<file path="config.mk">
export PLATFORM = sky130hd
export DESIGN_NAME = stream_bridge_top
export DESIGN_NICKNAME = d
export VERILOG_FILES = /design/src/ppfifo_pkg.sv /design/src/axis_pkg.sv /design/src/ingress_loader.sv /design/src/ppfifo.sv /design/src/ppfifo_to_axis.sv /design/src/stream_bridge_top.sv
export VERILOG_INCLUDE_DIRS = /design/src
export SDC_FILE = /design/constraint.sdc
export NUM_CORES = 1
export LEC_CHECK = 0
export ABC_AREA = 1
export BUFFER_PORTS_ARGS = -buffer_cell sky130_fd_sc_hd__buf_2
export CAP_MARGIN = 20
export CORE_MARGIN = 2
export CORE_UTILIZATION = 25
export DETAILED_ROUTE_END_ITERATION = 8
export HOLD_SLACK_MARGIN = 0.06
export PLACE_DENSITY = 0.37
export SLEW_MARGIN = 25
export SYNTH_ARGS = -nofsm -noshare
export SYNTH_HDL_FRONTEND = slang
export SYNTH_SLANG_ARGS = --single-unit
</file>
<file path="constraint.sdc">
create_clock -name clk -period 8.34 [get_ports clk]
set_clock_uncertainty 0.1 [all_clocks]
set_input_delay 0.834 -clock clk [delete_from_list [all_inputs] [get_ports clk]]
set_output_delay 0.834 -clock clk [all_outputs]
set_load 0.005 [all_outputs]
</file>
<file path="src/pp_defs.svh">
// ping-pong bridge sizing macros shared by packages and RTL
`ifndef PP_DEFS_SVH
`define PP_DEFS_SVH

// width of one data word on both FIFO and stream sides
`define PP_DATA_WIDTH 32

// words per ping-pong bank
`define PP_DEPTH 8

// width of size and count fields
// matches the 24 bit size ports of the FIFO read side
`define PP_SIZE_WIDTH 24

`endif

</file>
<file path="src/ppfifo_pkg.sv">
// ping-pong FIFO types for bank selection and size fields
package ppfifo_pkg;

  `include "pp_defs.svh"

  // one bit per bank
  // bit 0 is bank 0, bit 1 is bank 1
  // used for write ready and write active
  typedef logic [1:0] bank_sel_t;

  // bank fill count, bank read size, or frame size
  // also the word count kept per bank
  typedef logic [`PP_SIZE_WIDTH-1:0] size_t;

endpackage

</file>
<file path="src/axis_pkg.sv">
// stream side types for data and byte enables
package axis_pkg;

  `include "pp_defs.svh"

  // one data word, same on FIFO and stream side
  typedef logic [`PP_DATA_WIDTH-1:0] data_t;

  // one enable bit per data byte
  typedef logic [`PP_DATA_WIDTH/8-1:0] keep_t;

endpackage

</file>
<file path="src/ingress_loader.sv">
// four-phase req/ack receiver that fills a granted ping-pong bank
module ingress_loader (
  input  logic                  clk,
  input  logic                  rst,
  // four-phase ingress
  input  logic                  i_req,
  input  axis_pkg::data_t       i_data,
  input  logic                  i_eob,
  output logic                  o_ack,
  // FIFO write side
  input  ppfifo_pkg::bank_sel_t i_wr_rdy,
  input  ppfifo_pkg::size_t     i_wr_size,
  output ppfifo_pkg::bank_sel_t o_wr_act,
  output logic                  o_wr_stb,
  output axis_pkg::data_t       o_wr_data
);

  import ppfifo_pkg::*;

  // claim a bank, wait for req, hold ack until req drops
  typedef enum logic [1:0] {
    S_CLAIM,
    S_HOLD,
    S_ACK
  } state_t;

  state_t r_state;
  size_t  r_count;
  logic   last_word;

  // write straight through while a bank is held and req is up
  assign o_wr_stb  = (r_state == S_HOLD) && i_req;
  assign o_wr_data = i_data;

  // bank closes on a full count or an end-of-block word
  assign last_word = (size_t'(r_count + 1'b1) == i_wr_size) || i_eob;

  always_ff @(posedge clk) begin
    if (rst) begin
      r_state  <= S_CLAIM;
      r_count  <= '0;
      o_ack    <= 1'b0;
      o_wr_act <= '0;
    end else begin
      case (r_state)
        S_CLAIM: begin
          // bank 0 first when both are free
          r_count <= '0;
          if (i_wr_rdy[0]) begin
            o_wr_act <= 2'b01;
            r_state  <= S_HOLD;
          end else if (i_wr_rdy[1]) begin
            o_wr_act <= 2'b10;
            r_state  <= S_HOLD;
          end
        end
        S_HOLD: begin
          if (i_req) begin
            r_count <= r_count + 1'b1;
            o_ack   <= 1'b1;
            r_state <= S_ACK;
            // release in the cycle after the last write
            if (last_word) begin
              o_wr_act <= '0;
            end
          end
        end
        S_ACK: begin
          // source drops req, ack follows one cycle later
          if (!i_req) begin
            o_ack   <= 1'b0;
            r_state <= (o_wr_act != '0) ? S_HOLD : S_CLAIM;
          end
        end
        default: begin
          r_state <= S_CLAIM;
        end
      endcase
    end
  end

  // only one bank may be held at a time
  // and the FIFO no longer offers a held bank
  a_one_bank: assert property (@(posedge clk) disable iff (rst)
    $onehot0(o_wr_act) && ((o_wr_act & i_wr_rdy) == '0));

  // ack only answers a pending request
  a_ack_needs_req: assert property (@(posedge clk) disable iff (rst)
    $rose(o_ack) |-> i_req);

endmodule

</file>
<file path="src/ppfifo.sv">
// two-bank ping-pong buffer, write grant and in-order read presentation
`include "pp_defs.svh"

module ppfifo (
  input  logic                  clk,
  input  logic                  rst,
  // write side
  input  ppfifo_pkg::bank_sel_t i_wr_act,
  input  logic                  i_wr_stb,
  input  axis_pkg::data_t       i_wr_data,
  output ppfifo_pkg::bank_sel_t o_wr_rdy,
  output ppfifo_pkg::size_t     o_wr_size,
  // read side
  input  logic                  i_rd_act,
  input  logic                  i_rd_stb,
  output logic                  o_rd_rdy,
  output ppfifo_pkg::size_t     o_rd_size,
  output axis_pkg::data_t       o_rd_data
);

  import ppfifo_pkg::*;
  import axis_pkg::*;

  localparam int ptr_w = $clog2(`PP_DEPTH);

  // bank storage
  data_t     r_mem [2][`PP_DEPTH];
  // words written per bank
  size_t     r_fill [2];
  // bank finished, waiting or being read
  bank_sel_t r_done;
  // bank that finished first, next to be read
  logic      r_head;
  // previous act levels for release and return edges
  bank_sel_t r_wr_act_q;
  logic      r_rd_act_q;
  size_t     r_rd_ptr;

  logic      wr_bank;
  bank_sel_t wr_fin;
  logic      rd_ret;

  // loader holds at most one bank, so bit 1 names it
  assign wr_bank = i_wr_act[1];
  assign wr_fin  = r_wr_act_q & ~i_wr_act;
  assign rd_ret  = r_rd_act_q && !i_rd_act;

  // empty, unheld banks are offered to the loader
  always_comb begin
    for (int b = 0; b < 2; b++) begin
      o_wr_rdy[b] = !r_done[b] && !i_wr_act[b] && (r_fill[b] == '0);
    end
  end
  assign o_wr_size = size_t'(`PP_DEPTH);

  // hidden while a bank is taken or just returned
  assign o_rd_rdy  = r_done[r_head] && !i_rd_act && !r_rd_act_q;
  assign o_rd_size = r_fill[r_head];
  // show-ahead read of the current word
  assign o_rd_data = r_mem[r_head][r_rd_ptr[ptr_w-1:0]];

  always_ff @(posedge clk) begin
    if (i_wr_stb) begin
      r_mem[wr_bank][r_fill[wr_bank][ptr_w-1:0]] <= i_wr_data;
    end
  end

  always_ff @(posedge clk) begin
    if (rst) begin
      r_fill     <= '{default: '0};
      r_done     <= '0;
      r_head     <= 1'b0;
      r_wr_act_q <= '0;
      r_rd_act_q <= 1'b0;
      r_rd_ptr   <= '0;
    end else begin
      r_wr_act_q <= i_wr_act;
      r_rd_act_q <= i_rd_act;
      if (i_wr_stb) begin
        r_fill[wr_bank] <= r_fill[wr_bank] + 1'b1;
      end
      // a release becomes the head if the other bank is not queued
      for (int b = 0; b < 2; b++) begin
        if (wr_fin[b]) begin
          r_done[b] <= 1'b1;
          if (!r_done[1-b]) begin
            r_head <= 1'(b);
          end
        end
      end
      // returned bank is empty again, other bank is next
      if (rd_ret) begin
        r_done[r_head] <= 1'b0;
        r_fill[r_head] <= '0;
        r_head         <= ~r_head;
      end
      if (!i_rd_act) begin
        r_rd_ptr <= '0;
      end else if (i_rd_stb) begin
        r_rd_ptr <= r_rd_ptr + 1'b1;
      end
    end
  end

  a_wr_stb_act: assert property (@(posedge clk) disable iff (rst)
    i_wr_stb |-> (i_wr_act != '0));

  a_rd_in_range: assert property (@(posedge clk) disable iff (rst)
    i_rd_stb |-> (i_rd_act && (r_rd_ptr < o_rd_size)));

endmodule

</file>
<file path="src/ppfifo_to_axis.sv">
// drains finished ping-pong banks onto an AXI-Stream with frame tlast
module ppfifo_to_axis (
  input  logic              clk,
  input  logic              rst,
  // FIFO read side
  input  logic              i_rd_rdy,
  input  ppfifo_pkg::size_t i_rd_size,
  input  axis_pkg::data_t   i_rd_data,
  output logic              o_rd_act,
  output logic              o_rd_stb,
  // stream side
  input  ppfifo_pkg::size_t i_total_size,
  input  logic              i_axis_ready,
  output axis_pkg::data_t   o_axis_data,
  output axis_pkg::keep_t   o_axis_keep,
  output logic              o_axis_last,
  output logic              o_axis_valid
);

  import ppfifo_pkg::*;

  typedef enum logic [1:0] {
    S_IDLE,
    S_READY,
    S_RELEASE
  } state_t;

  state_t r_state;
  // beats taken from the current bank
  size_t  r_count;
  // beats sent in the current frame
  size_t  r_total_count;
  logic   xfer;

  assign xfer        = o_axis_valid && i_axis_ready;
  // each beat pops one word
  assign o_rd_stb    = xfer;
  assign o_axis_data = i_rd_data;
  assign o_axis_keep = '1;
  // frame may span several banks
  assign o_axis_last = o_axis_valid && (size_t'(r_total_count + 1'b1) == i_total_size);

  always_ff @(posedge clk) begin
    if (rst) begin
      r_state       <= S_IDLE;
      r_count       <= '0;
      r_total_count <= '0;
      o_rd_act      <= 1'b0;
      o_axis_valid  <= 1'b0;
    end else begin
      case (r_state)
        S_IDLE: begin
          if (i_rd_rdy) begin
            r_count  <= '0;
            o_rd_act <= 1'b1;
            r_state  <= S_READY;
          end
        end
        S_READY: begin
          if (r_count < i_rd_size) begin
            if (xfer) begin
              r_count <= r_count + 1'b1;
              // drop valid after the bank's final beat
              if (size_t'(r_count + 1'b1) >= i_rd_size) begin
                o_axis_valid <= 1'b0;
              end
            end else begin
              o_axis_valid <= 1'b1;
            end
          end else begin
            // bank empty, hand it back
            o_rd_act <= 1'b0;
            r_state  <= S_RELEASE;
          end
        end
        S_RELEASE: begin
          r_state <= S_IDLE;
        end
        default: begin
          r_state <= S_IDLE;
        end
      endcase
      if (xfer) begin
        r_total_count <= o_axis_last ? '0 : r_total_count + 1'b1;
      end
    end
  end

  // stall holds the beat
  a_hold_on_stall: assert property (@(posedge clk) disable iff (rst)
    (o_axis_valid && !i_axis_ready) |=> (o_axis_valid && $stable(o_axis_data)));

endmodule

</file>
<file path="src/stream_bridge_top.sv">
// req/ack to AXI-Stream bridge built around a ping-pong FIFO
module stream_bridge_top (
  input  logic              clk,
  input  logic              rst,
  // four-phase ingress
  input  logic              i_req,
  input  axis_pkg::data_t   i_data,
  input  logic              i_eob,
  output logic              o_ack,
  // stream egress
  input  ppfifo_pkg::size_t i_total_size,
  input  logic              i_axis_ready,
  output axis_pkg::data_t   o_axis_data,
  output axis_pkg::keep_t   o_axis_keep,
  output logic              o_axis_last,
  output logic              o_axis_valid
);

  import ppfifo_pkg::*;
  import axis_pkg::*;

  // loader to FIFO
  bank_sel_t wr_rdy;
  bank_sel_t wr_act;
  size_t     wr_size;
  logic      wr_stb;
  data_t     wr_data;
  // FIFO to adapter
  logic      rd_rdy;
  logic      rd_act;
  logic      rd_stb;
  size_t     rd_size;
  data_t     rd_data;

  ingress_loader u_loader (
    .clk       (clk),
    .rst       (rst),
    .i_req     (i_req),
    .i_data    (i_data),
    .i_eob     (i_eob),
    .o_ack     (o_ack),
    .i_wr_rdy  (wr_rdy),
    .i_wr_size (wr_size),
    .o_wr_act  (wr_act),
    .o_wr_stb  (wr_stb),
    .o_wr_data (wr_data)
  );

  ppfifo u_fifo (
    .clk       (clk),
    .rst       (rst),
    .i_wr_act  (wr_act),
    .i_wr_stb  (wr_stb),
    .i_wr_data (wr_data),
    .o_wr_rdy  (wr_rdy),
    .o_wr_size (wr_size),
    .i_rd_act  (rd_act),
    .i_rd_stb  (rd_stb),
    .o_rd_rdy  (rd_rdy),
    .o_rd_size (rd_size),
    .o_rd_data (rd_data)
  );

  ppfifo_to_axis u_adapter (
    .clk          (clk),
    .rst          (rst),
    .i_rd_rdy     (rd_rdy),
    .i_rd_size    (rd_size),
    .i_rd_data    (rd_data),
    .o_rd_act     (rd_act),
    .o_rd_stb     (rd_stb),
    .i_total_size (i_total_size),
    .i_axis_ready (i_axis_ready),
    .o_axis_data  (o_axis_data),
    .o_axis_keep  (o_axis_keep),
    .o_axis_last  (o_axis_last),
    .o_axis_valid (o_axis_valid)
  );

endmodule

</file>
==> metrics.md, run 1 <==
| Metric | Value |
|---|---|
| Resized cells post-CTS | `0` |
| Max Freq | `about 220 MHz` |
| Status | `complete, no violations` |
| DRT iter0 DRCs | `1,472` |
| Cell Chain, Critical Path | `inv_6 -> buf_4 -> o21ai_0 -> o221ai_1 -> o211ai_1 -> nand2_1 -> buf_2` |
| Per-cell routed wire length | `20.2 um` |
| Register area share after synthesis | `0.611` |
| DRC viols | `0` |
| Global route overflow | `0` |
| Syn_area_per_cell | `9.94 sq um` |
| PwrDens | `269 nW/um^2` |
| PortBufs | `95` |
| Sum Neg Setup Slack | `0 ns` |
| Leakage | `11.5 nW` |
| Max Cap Viol | `0` |
| Synth async-reset ratio | `0` |
| Nets | `between 3k and 4k` |
| Hold WC Path Type | `reg2reg` |
| CTS max path bufs | `3` |
| Die Width | `roughly 350 um` |
| Clk Latency, worst-skew pair | `0.66 ns` |
| Dominant cell type by area after synthesis | `edfxtp_1` |
| Slew @ Worst Pin | `1.07 ns` |
| Largest cells by area after synthesis | `edfxtp_1 52%, dfxtp_1 9.3%, nand2_1 6.2%` |
| Critical Path Sink Type | `primary output` |
| Top_reg_cell synth | `edfxtp_1` |
| Area of the die | `121,000 sq um` |
| TritonCTS clock tree | `yes` |
| I/O Pins | `100` |
| Clk root buf | `clkbuf_16` |
| Final Non-Filler Cells | `around 4.6k` |
| Worst rel slew slack | `0.288` |
| Post-route ant nets | `0` |
| Final hold vios | `0` |
| CTS sink cnt | `between 600 and 700` |
| Slowest cell on crit path | `buf_4` |
| Mapped cell area | `29,700 sq um` |
| H-tree depth | `3` |
| Slew Limit Fails | `0` |
| Final Cycle Share | `0.541` |
| Yosys cell types | `~50` |
| Critical path class | `reg2out` |
| Vias per std cell | `approximately 4.8` |
| Largest stage delay, worst path | `0.86 ns` |
| GPL Wtd Cong | `~0.8` |
| Maximum VDD drop | `0.168 mV` |
| Dpl hpwl | `51,500 um` |
| RSZ-0062 raised after global routing | `false` |
| Die Span Y | `between 300 and 400 um` |
| Drt pass-1 iters | `5` |
| Total GRT Usage | `0.153` |
| Synth-to-layout area growth | `15.7%` |
| Core ar. | `118,000 sq um` |
| Worst Path Required | `7.41 ns` |
| Cell family with most CP delay | `buffers and inverters` |
| Post-CTS Setup Bufs | `0` |
| Top-area cell type share of the netlist area | `0.518` |
| Hold buffers post-CTS | `0` |
| CTS buffer count | `79` |
| Via count | `22.0k` |
| Worst path buffer plus inverter count | `3` |
| Synth Warn # | `0` |
| Largest net degree at the start of global routing | `97` |
| Cells after synthesis | `2,985` |
| WL final | `93,700 um` |
| DP Cell Count | `4,499` |
| Final setup vio count | `0` |
| Worst Path Max Fanout | `just under 80` |
| Fin crit period | `roughly 4.5 ns` |
| Row count | `126` |
| Antenna violations before repair | `10` |
| First-pass GRT wire length | `141,000 um` |
| CTS clk-pin slew, worst paths | `0.06 ns` |
| Post-synth EDFFs | `512` |
| Vias in the first global route | `~22k` |
| Starting Density | `0.252` |
| WP data arrival | `3.57 ns` |
| Share of layout cells above drive strength 1 | `0.103` |
| CP Launch Type | `flip-flop` |
| Number of synthesized register bits | `650` |
final cells by class:
class / count / area (sq um)
Tap cell: 1536 / 1920
Clock buffer: 103 / 2170
Timing Repair Buffer: 131 / 749
Inverter: 173 / 662
Fill cell: 12279 / 83600
Clock inverter: 36 / 303
Multi-Input combinational cell: 2009 / 10400
Sequential cell: 650 / 18200
Antenna cell: 1 / 2.50
placed cells by master, fill, tap and decap left out, drive strengths merged, types with 2 or more instances in the layout:
cell type / count
buf: 131
edfxtp: 512
o21a: 9
o211ai: 40
clkinv: 34
ha: 53
and2: 2
o221ai: 95
nor3b: 4
o22ai: 35
inv: 172
xor2: 31
nor4: 12
and3: 4
nand2: 503
nor3: 30
a31oi: 3
nand4: 40
o21bai: 8
clkinvlp: 2
clkbuf: 103
a211oi: 2
nand3: 123
dfxtp: 138
xnor2: 14
nor2: 499
nand3b: 11
or2: 3
conb: 4
o21ai: 354
a21oi: 126
final timing paths:
kind | start | end | slack, ns | cells past startpoint
hold / removal | u_loader.o_ack | u_loader.o_ack | 0.38 | 2
setup / recovery | u_fifo.r_rd_ptr[0] | o_axis_data[31] | 3.83 | 7
setup reg to reg | u_loader.o_wr_act[1] | u_fifo.r_fill[3] | 4.60 | 9
hold reg to reg | u_loader.o_ack | u_loader.o_ack | 0.38 | 2
where the power goes:
| group | total (W) | internal, W | switching, W |
|---|---|---|---|
| Combinational | 0.00210 | 0.000664 | 0.00143 |
| Sequential | 0.00382 | 0.00365 | 0.000174 |
| Clock | 0.00330 | 0.00187 | 0.00143 |
worst min-delay path: cells and delay by family, from the launching register on:
family	cells	cell delay, ns
flip-flops	1	0.31
AO/OA/AOI/OAI	2	0.13
kinds of logic (layout without fill, tap and decap cells):
family | count (synthesis) | after routing | synth area share
and+or+nand+nor | 1233 | 1233 | 0.175
AOI/OAI and AO/OA | 673 | 673 | 0.133
DFF | 650 | 650 | 0.611
buffers and inverters | 329 | 443 | 0.0436
adders and majority gates | 53 | 53 | 0.0223
xor gates and xnor gates | 46 | 46 | 0.0141
other | 1 | 5 | 0.000126
metal layers:
| layer | up-vias | wire length (um) | GRT usage |
|---|---|---|---|
| met2 | 407 | 45500 | 0.262 |
| li1 | 10665 | - | - |
| met5 | - | 55 | 0 |
| met3 | 143 | 3480 | 0.0238 |
| met4 | 8 | 2230 | 0.0420 |
| met1 | 10821 | 42400 | 0.200 |
state kept, by name (all words and copies together) (netlist names):
| register | cells |
|---|---|
| u_loader.o_ack | 1 |
| u_adapter.r_state | 2 |
| u_fifo.r_rd_ptr | 3 |
| u_fifo.r_done | 2 |
| u_loader.o_wr_act | 2 |
| u_fifo.r_wr_act_q | 2 |
| u_fifo.r_mem | 512 |
| u_loader.r_count | 24 |
| u_fifo.r_rd_act_q | 1 |
| u_adapter.r_total_count | 24 |
| u_fifo.r_fill | 48 |
| u_adapter.o_rd_act | 1 |
| u_adapter.r_count | 24 |
| u_loader.r_state | 2 |
| u_adapter.o_axis_valid | 1 |
| u_fifo.r_head | 1 |
metrics by stage:
stage / hold WS (ns) / utilization / cell area (sq um) / setup WS (ns) / power, W
5_1_grt: 0.413 / 0.291 / 34300 / 3.51 / 0.00980
6_report: 0.381 / 0.291 / 34300 / 3.83 / 0.00922
4_1_cts: 0.385 / 0.291 / 34300 / 3.67 / 0.00937
3_3_place_gp: 0.372 / 0.270 / 31900 / 4.30 / 0.00598
2_1_floorplan: 0.343 / - / 29700 / 4.77 / 0.00527
3_5_place_dp: 0.377 / 0.270 / 31900 / 4.36 / 0.00602
cells in the mapped netlist, types with 2 or more instances:
cell,instances
nor2_4,5
nor3_2,2
and3_1,4
o22ai_1,35
o21ai_1,9
buf_6,4
buf_2,4
nand3_1,120
clkinv_1,3
and2_1,2
nand2_1,492
clkbuf_1,131
inv_2,6
o21a_1,9
o221ai_1,95
nor3_4,2
a31oi_1,3
edfxtp_1,512
o21ai_0,338
a211oi_1,2
nor2_1,483
nor2_2,11
a21oi_1,125
xor2_1,31
nor3_1,26
nand3b_1,11
xnor2_1,14
nand4_1,39
ha_1,53
nor3b_1,3
o211ai_1,40
inv_1,164
o21ai_2,7
nand2_2,11
nor4_1,11
dfxtp_1,138
buf_1,11
buf_4,6
nand3_2,3
or2_2,3
o21bai_1,7
Note: power is estimated with default switching activity, not from simulation.
==> run 2, diff against run 1 <==
--- a/config.mk
+++ b/config.mk
@@ -13,7 +13,7 @@
 export CORE_UTILIZATION = 25
 export DETAILED_ROUTE_END_ITERATION = 8
 export HOLD_SLACK_MARGIN = 0.06
-export PLACE_DENSITY = 0.37
+export PLACE_DENSITY = 0.38
 export SLEW_MARGIN = 25
 export SYNTH_ARGS = -nofsm -noshare
 export SYNTH_HDL_FRONTEND = slang
==> constraint.sdc (replaced) <==
create_clock -name clk -period 4 [get_ports clk]
set_clock_uncertainty 0.1 [all_clocks]
set_input_delay 0.4 -clock clk [delete_from_list [all_inputs] [get_ports clk]]
set_output_delay 0.4 -clock clk [all_outputs]
set_load 0.005 [all_outputs]
==> run 2 against run 1 <==
  * Hold slack got worse by 0.27 ns
  * Combinational power rose by 120%
  * Critical path type unchanged
  * Critical endpoint is now o_axis_data[20]
  * Via count fell by 0.63%
  * Setup slack got worse by 3.5 ns
  * First-iteration DRC count rose by 2.2%
  * Largest cell class unchanged
  * Sequential share of layout area fell by 0.94 points
==> metrics.md, run 2 (synthesis gave the netlist of run 1 again) <==
| Metric | Value |
|---|---|
| Status | `complete, no violations (unchanged)` |
| Commonest non-fill, non-tap cells in the layout | `512 x edfxtp_1, 491 x nand2_1, 467 x nor2_1, 338 x o21ai_0, 161 x inv_1 (was 512 x edfxtp_1, 491 x nand2_1, 466 x nor2_1, 338 x o21ai_0, 161 x inv_1)` |
| Slowest cell on crit path | `dfxtp_4 (was buf_4)` |
| Per-cell routed wire length | `20.3 um (was 20.2 um)` |
| RSZ-0062 raised after global routing | `false (unchanged)` |
| Clk Latency, worst-skew pair | `0.64 ns (was 0.66 ns)` |
| Hold_sp | `i_eob (was u_loader.o_ack)` |
| CTS clk-pin slew, worst paths | `0.06 ns (about the same)` |
| Dpl hpwl | `54,100 um (was 51,500 um)` |
| Post-CTS Setup Bufs | `0 (unchanged)` |
| Die Span Y | `349 um (unchanged)` |
| WP data arrival | `3.13 ns (was 3.57 ns)` |
| FF-to-FF path depth | `17 (was 9)` |
| Starting Density | `0.252 (unchanged)` |
| Largest stage delay, worst path | `0.53 ns (was 0.86 ns)` |
| Worst rel slew slack | `0.376 (was 0.288)` |
| Final Cycle Share | `0.909` |
| Post-layout util | `0.296 (was 0.291)` |
| Fin crit period | `between 3 and 4 ns` |
| Critical R2R Launch | `u_adapter.r_count[2] (was u_loader.o_wr_act[1])` |
| WL final | `95,300 um (was 93,700 um)` |
| Hold WC Path Type | `in2reg (was reg2reg)` |
| CTS max path bufs | `3 (unchanged)` |
| Clk root buf | `clkbuf_16 (unchanged)` |
| Final setup vio count | `0 (unchanged)` |
| GPL Wtd Cong | `0.800 (was 0.791)` |
| CTS buffer count | `76 (was 79)` |
| Hold Crit Endpoint | `u_loader.o_wr_act[0] (was u_loader.o_ack)` |
| Cell Chain, Critical Path | `inv_8 -> buf_12 -> buf_16 -> o21ai_0 -> o221ai_1 -> nand3_1 -> nand2_1 -> buf_2 (was inv_6 -> buf_4 -> o21ai_0 -> o221ai_1 -> o211ai_1 -> nand2_1 -> buf_2)` |
| CTS sink cnt | `650 (unchanged)` |
| Synth-to-layout area growth | `17.8% (was 15.7%)` |
| Total GRT Usage | `0.155 (was 0.153)` |
| Vias in the first global route | `21.6k (was 22.1k)` |
| Drt pass-1 iters | `5 (unchanged)` |
| Row count | `126 (unchanged)` |
| DRT iter0 DRCs | `1,504 (was 1,472)` |
| TritonCTS clock tree | `yes (unchanged)` |
| Area of the die | `121,000 sq um (unchanged)` |
| Nets | `3,205 (was 3,158)` |
| H-tree depth | `3 (unchanged)` |
| DRC viols | `0 (unchanged)` |
| Post-route ant nets | `0 (unchanged)` |
| Slew Limit Fails | `0 (unchanged)` |
| Final Non-Filler Cells | `4,690 (was 4,639)` |
| Via count | `21.9k (was 22.0k)` |
| Commonest non-fill, non-tap cell in the layout | `edfxtp_1 (unchanged)` |
| Share of layout cells above drive strength 1 | `0.107 (was 0.103)` |
| Worst Path Required | `3.50 ns (was 7.41 ns)` |
| PortBufs | `95 (unchanged)` |
| Max Freq | `275 MHz` |
| # fillers | `12.4k (was 12.3k)` |
| Vias per std cell | `4.67 (was 4.75)` |
| Global route overflow | `0 (unchanged)` |
| Slew @ Worst Pin | `0.936 ns (was 1.07 ns)` |
| Maximum VDD drop | `0.347 mV (was 0.168 mV)` |
| Number of flip-flops in the largest register | `512 (unchanged)` |
| I/O Pins | `100 (unchanged)` |
| Die Width | `349 um (unchanged)` |
| Critical path class | `reg2out (unchanged)` |
| Reg-to-reg endpoint | `u_adapter.o_axis_valid (was u_fifo.r_fill[3])` |
| Final hold vios | `0 (unchanged)` |
| Worst Path Max Fanout | `114 (was 79)` |
| Sum Neg Setup Slack | `0 ns (unchanged)` |
| First-pass GRT wire length | `144,000 um (was 141,000 um)` |
| CP Launch Type | `flip-flop (unchanged)` |
| Critical Path Sink Type | `primary output (unchanged)` |
| Core ar. | `118,000 sq um (unchanged)` |
| Hold Path Stages | `5 (was 2)` |
| Critical Path Source | `u_fifo.r_head (was u_fifo.r_rd_ptr[0])` |
| DP Cell Count | `4,515 (was 4,499)` |
| Max Cap Viol | `0 (unchanged)` |
| Antenna violations before repair | `6 (was 10)` |
| Leakage | `11.7 nW (was 11.5 nW)` |
| Largest net degree at the start of global routing | `220 (was 97)` |
| Reg2reg setup slack | `0.56 ns (was 4.60 ns)` |
| PwrDens | `555 nW/um^2 (was 269 nW/um^2)` |
==> run 2: through the flow <==
step	instance area, sq um	hold slack, ns	total power [W]	setup WS, ns
final	35000	0.116	0.0194	0.365
after global routing	35000	0.129	0.0206	0.0331
after detailed placement	32100	0.367	0.0126	0.530
after global placement	32100	0.364	0.0127	0.559
after CTS	34900	0.0778	0.0197	0.115
after floorplan	29700	0.343	0.0110	0.430
==> run 2: repair_timing <==
| action | 4_1_cts | 5_1_grt |
|---|---|---|
| cloned | 1 | 0 |
| hold buffers | 33 | 0 |
| resized for setup | 1 | 0 |
| hold endpoints to repair | 514 | 0 |
| pin swaps | 0 | 0 |
| setup endpoints to repair | 8 | 1 |
==> run 2: worst max-delay path: cells and delay by family (launching register included) <==
family,cells,cell delay [ns]
simple gates,2,0.23
buf+inv,4,1.10
flops,1,0.53
compound gates,2,0.52
==> run 2: final cells by class <==
type	instances	area [sq um]	share of cell area
multi-input cells	2009	10400	0.297
well taps	1536	1920	0.0550
repair buffers	181	1410	0.0402
clock buffers	95	2010	0.0576
flip-flops and latches	650	18200	0.519
inverters	173	659	0.0189
diodes	3	7.51	0.000215
clock inverters	43	423	0.0121
==> run 2: routing by layer <==
layer	wire [um]	track usage
met5	27	0
met4	1730	0.0334
met3	3400	0.0221
met2	42300	0.242
met1	47800	0.228
==> run 2: report_power, final <==
group	leakage, nW	internal [W]	switching [W]
Sequential	5.73	0.00760	0.000372
Clock	1.18	0.00388	0.00299
Combinational	4.82	0.00149	0.00305
==> run 2: worst max-delay path by stage <==
| stage | end | slack, ns | depth (start not counted) |
|---|---|---|---|
| 2_1_floorplan | u_adapter.r_count[8] | 0.43 | 19 |
| 3_3_place_gp | o_axis_data[31] | 0.56 | 7 |
| 5_1_grt | o_axis_data[20] | 0.03 | 8 |
| 3_5_place_dp | o_axis_data[31] | 0.53 | 7 |
| 6_report | o_axis_data[20] | 0.37 | 8 |
| 4_1_cts | o_axis_data[31] | 0.11 | 7 |
==> run 3, diff against run 2 <==
--- a/config.mk
+++ b/config.mk
@@ -9,6 +9,7 @@
 export ABC_AREA = 1
 export BUFFER_PORTS_ARGS = -buffer_cell sky130_fd_sc_hd__buf_2
 export CAP_MARGIN = 20
+export CORE_ASPECT_RATIO = 0.8
 export CORE_MARGIN = 2
 export CORE_UTILIZATION = 25
 export DETAILED_ROUTE_END_ITERATION = 8
==> run 3 against run 2 <==
  * Sequential power shrank 0.5%
  * Cell count up 0.51%
  * Critical path depth is 1 lower
  * Utilization up 0.21 points
  * Maximum frequency rose by 0.23%
  * Critical endpoint is now o_axis_data[29]
==> metrics.md, run 3 (synthesis gave the netlist of run 1 again) <==
| Metric | Value |
|---|---|
| WL final | `93,400 um (was 95,300 um)` |
| Commonest non-fill, non-tap cells in the layout | `512 x edfxtp_1, 491 x nand2_1, 467 x nor2_1, 338 x o21ai_0, 161 x inv_1 (unchanged)` |
| Final Cycle Share | `0.907 (was 0.909)` |
| Status | `complete, no violations (unchanged)` |
| Share of layout cells above drive strength 1 | `0.112 (was 0.107)` |
| Global route overflow | `0 (unchanged)` |
| Synth-to-layout area growth | `18.9% (was 17.8%)` |
| Placement Setup Slack | `0.560 ns (was 0.530 ns)` |
| Dpl hpwl | `54,700 um (was 54,100 um)` |
| WHS | `0.159 ns (was 0.116 ns)` |
| H-tree depth | `3 (unchanged)` |
| Drt pass-1 iters | `5 (unchanged)` |
| Post-CTS Setup Bufs | `0 (unchanged)` |
| Clock share of power | `0.369 (was 0.354)` |
| Number of flip-flops in the largest register | `512 (unchanged)` |
| Nets | `3,213 (was 3,205)` |
| Clk root buf | `clkbuf_16 (unchanged)` |
| Crit path to | `o_axis_data[29] (was o_axis_data[20])` |
| Critical Path Sink Type | `primary output (unchanged)` |
| Critical Path Source | `u_fifo.r_head (unchanged)` |
| CTS buffer count | `78 (was 76)` |
| Area of the die | `121,000 sq um (about the same)` |
| FF-to-FF path depth | `17 (unchanged)` |
| Critical path class | `reg2out (unchanged)` |
| CTS sink cnt | `650 (unchanged)` |
| Leakage | `11.9 nW (was 11.7 nW)` |
| Vias per std cell | `4.67 (about the same)` |
| Placed instance area | `32,300 sq um (was 32,100 sq um)` |
| Die Span Y | `312 um (was 349 um)` |
| TritonCTS clock tree | `yes (unchanged)` |
| First-pass GRT wire length | `141,000 um (was 144,000 um)` |
| Slew Limit Fails | `0 (unchanged)` |
| Per-cell routed wire length | `19.8 um (was 20.3 um)` |
| Multi-input gate area | `10,400 sq um (about the same)` |
| CP Launch Type | `flip-flop (unchanged)` |
| Worst rel slew slack | `0.314 (was 0.376)` |
| Final Non-Filler Cells | `4,714 (was 4,690)` |
| Cell-internal power | `0.0134 W (was 0.0130 W)` |
| GPL Wtd Cong | `0.798 (was 0.800)` |
| Comb power frac | `0.231 (was 0.234)` |
| Fin crit period | `3.63 ns (about the same)` |
| Largest net degree at the start of global routing | `157 (was 220)` |
| Antenna violations before repair | `3 (was 6)` |
| Reg-to-reg endpoint | `u_adapter.o_axis_valid (unchanged)` |
| Worst Path Required | `3.50 ns (about the same)` |
| # fillers | `12.3k (was 12.4k)` |
| Row count | `113 (was 126)` |
| PwrDens | `562 nW/um^2 (was 555 nW/um^2)` |
| N_diodes | `0 (was 3)` |
| Reg2reg setup slack | `0.55 ns (was 0.56 ns)` |
| Die Width | `389 um (was 349 um)` |
| Final hold vios | `0 (unchanged)` |
| Switching share of power | `0.325 (was 0.331)` |
| Commonest non-fill, non-tap cell in the layout | `edfxtp_1 (unchanged)` |
| Design area | `35,300 sq um (was 35,000 sq um)` |
| Setup ws final | `0.374 ns (was 0.365 ns)` |
| Slew @ Worst Pin | `1.03 ns (was 0.936 ns)` |
| Max Cap Viol | `0 (unchanged)` |
| Vias in the first global route | `21.3k (was 21.6k)` |
| DRC viols | `0 (unchanged)` |
| Seq pwr share | `0.400 (was 0.411)` |
| RSZ-0062 raised after global routing | `true (was false)` |
| Max Freq | `276 MHz (was 275 MHz)` |
| Total GRT Usage | `0.153 (was 0.155)` |
| Critical R2R Launch | `u_adapter.r_count[2] (unchanged)` |
| CTS clk-pin slew, worst paths | `0.07 ns (was 0.06 ns)` |
| Hold WC Path Type | `in2reg (unchanged)` |
| Final setup vio count | `0 (unchanged)` |
| Core ar. | `118,000 sq um (about the same)` |
| Post-route ant nets | `0 (unchanged)` |
| Clk Latency, worst-skew pair | `0.66 ns (was 0.64 ns)` |
| CTS max path bufs | `3 (unchanged)` |
| I/O Pins | `100 (unchanged)` |
| PortBufs | `95 (unchanged)` |
| Via count | `22.0k (was 21.9k)` |
| Starting Density | `0.251 (was 0.252)` |
| DP Cell Count | `4,538 (was 4,515)` |
| DRT iter0 DRCs | `1,601 (was 1,504)` |
| FF/Latch Area | `18,200 sq um (about the same)` |
| Worst Path Max Fanout | `91 (was 114)` |
| Sw power | `0.00644 W (was 0.00642 W)` |
| WP data arrival | `3.13 ns (about the same)` |
| Total power | `0.0198 W (was 0.0194 W)` |
| Maximum VDD drop | `0.357 mV (was 0.347 mV)` |
run 3: cell count changes in the layout (fill, tap and decap cells not counted), sizes merged, moves of 2 or more:
cell	change
bufinv	+5
clkbuf	-2
clkinv	-2
clkinvlp	+2
inv	+2
buf	+7
diode	-3
run 3: cell type report:
class                   count  area share
inverters                 173      0.0188
clock inverters            50      0.0158
multi-input cells        2009       0.294
well taps                1552      0.0550
repair buffers            187      0.0434
clock buffers              93      0.0584
flip-flops and latches    650       0.514
run 3: worst min path at each step:
stage | cells after the start | startpoint | end
final | 5 | i_eob | u_loader.o_wr_act[1]
after global routing | 5 | i_eob | u_loader.o_wr_act[0]
after CTS | 5 | i_eob | u_loader.o_wr_act[0]
after detailed placement | 2 | u_loader.r_count[23] | u_loader.r_count[23]
after global placement | 2 | u_loader.r_count[23] | u_loader.r_count[23]
after floorplan | 1 | u_fifo.r_fill[14] | u_fifo.r_fill[14]
run 3: stage by stage:
step	TNS [ns]	util
6_report	0	0.299
5_1_grt	-0.00757	0.299
4_1_cts	0	0.298
3_5_place_dp	0	0.273
3_3_place_gp	0	0.273
2_1_floorplan	0	-
run 3: power by group through the flow:
stage	clock (W)	sequential, W	combinational, W
after detailed placement	0	0.00808	0.00460
final	0.00731	0.00794	0.00459
after global routing	0.00778	0.00799	0.00523
after floorplan	0	0.00794	0.00305
after CTS	0.00756	0.00794	0.00465
after global placement	0	0.00809	0.00465
run 3: per-layer routing:
| metal | share of wire | GRT usage | vias up |
|---|---|---|---|
| li1 | - | - | 10799 |
| met1 | 0.51 | 0.231 | 10637 |
| met2 | 0.42 | 0.226 | 447 |
| met3 | 0.045 | 0.0261 | 120 |
| met4 | 0.019 | 0.0343 | 4 |
| met5 | 0.00029 | 0 | - |
run 3: what timing repair did:
action	in CTS	in global routing
hold buffers	33	0
endpoints found under the setup margin	5	3
hold endpoints to repair	515	0
gates resized for setup	1	2
run 3: critical path: stages, from the launching register on:
cell	delay (ns)
dfxtp_4	0.50
inv_8	0.21
buf_4	0.80
o21ai_0	0.16
o221ai_1	0.23
o211ai_1	0.12
nand2_1	0.26
buf_2	0.17
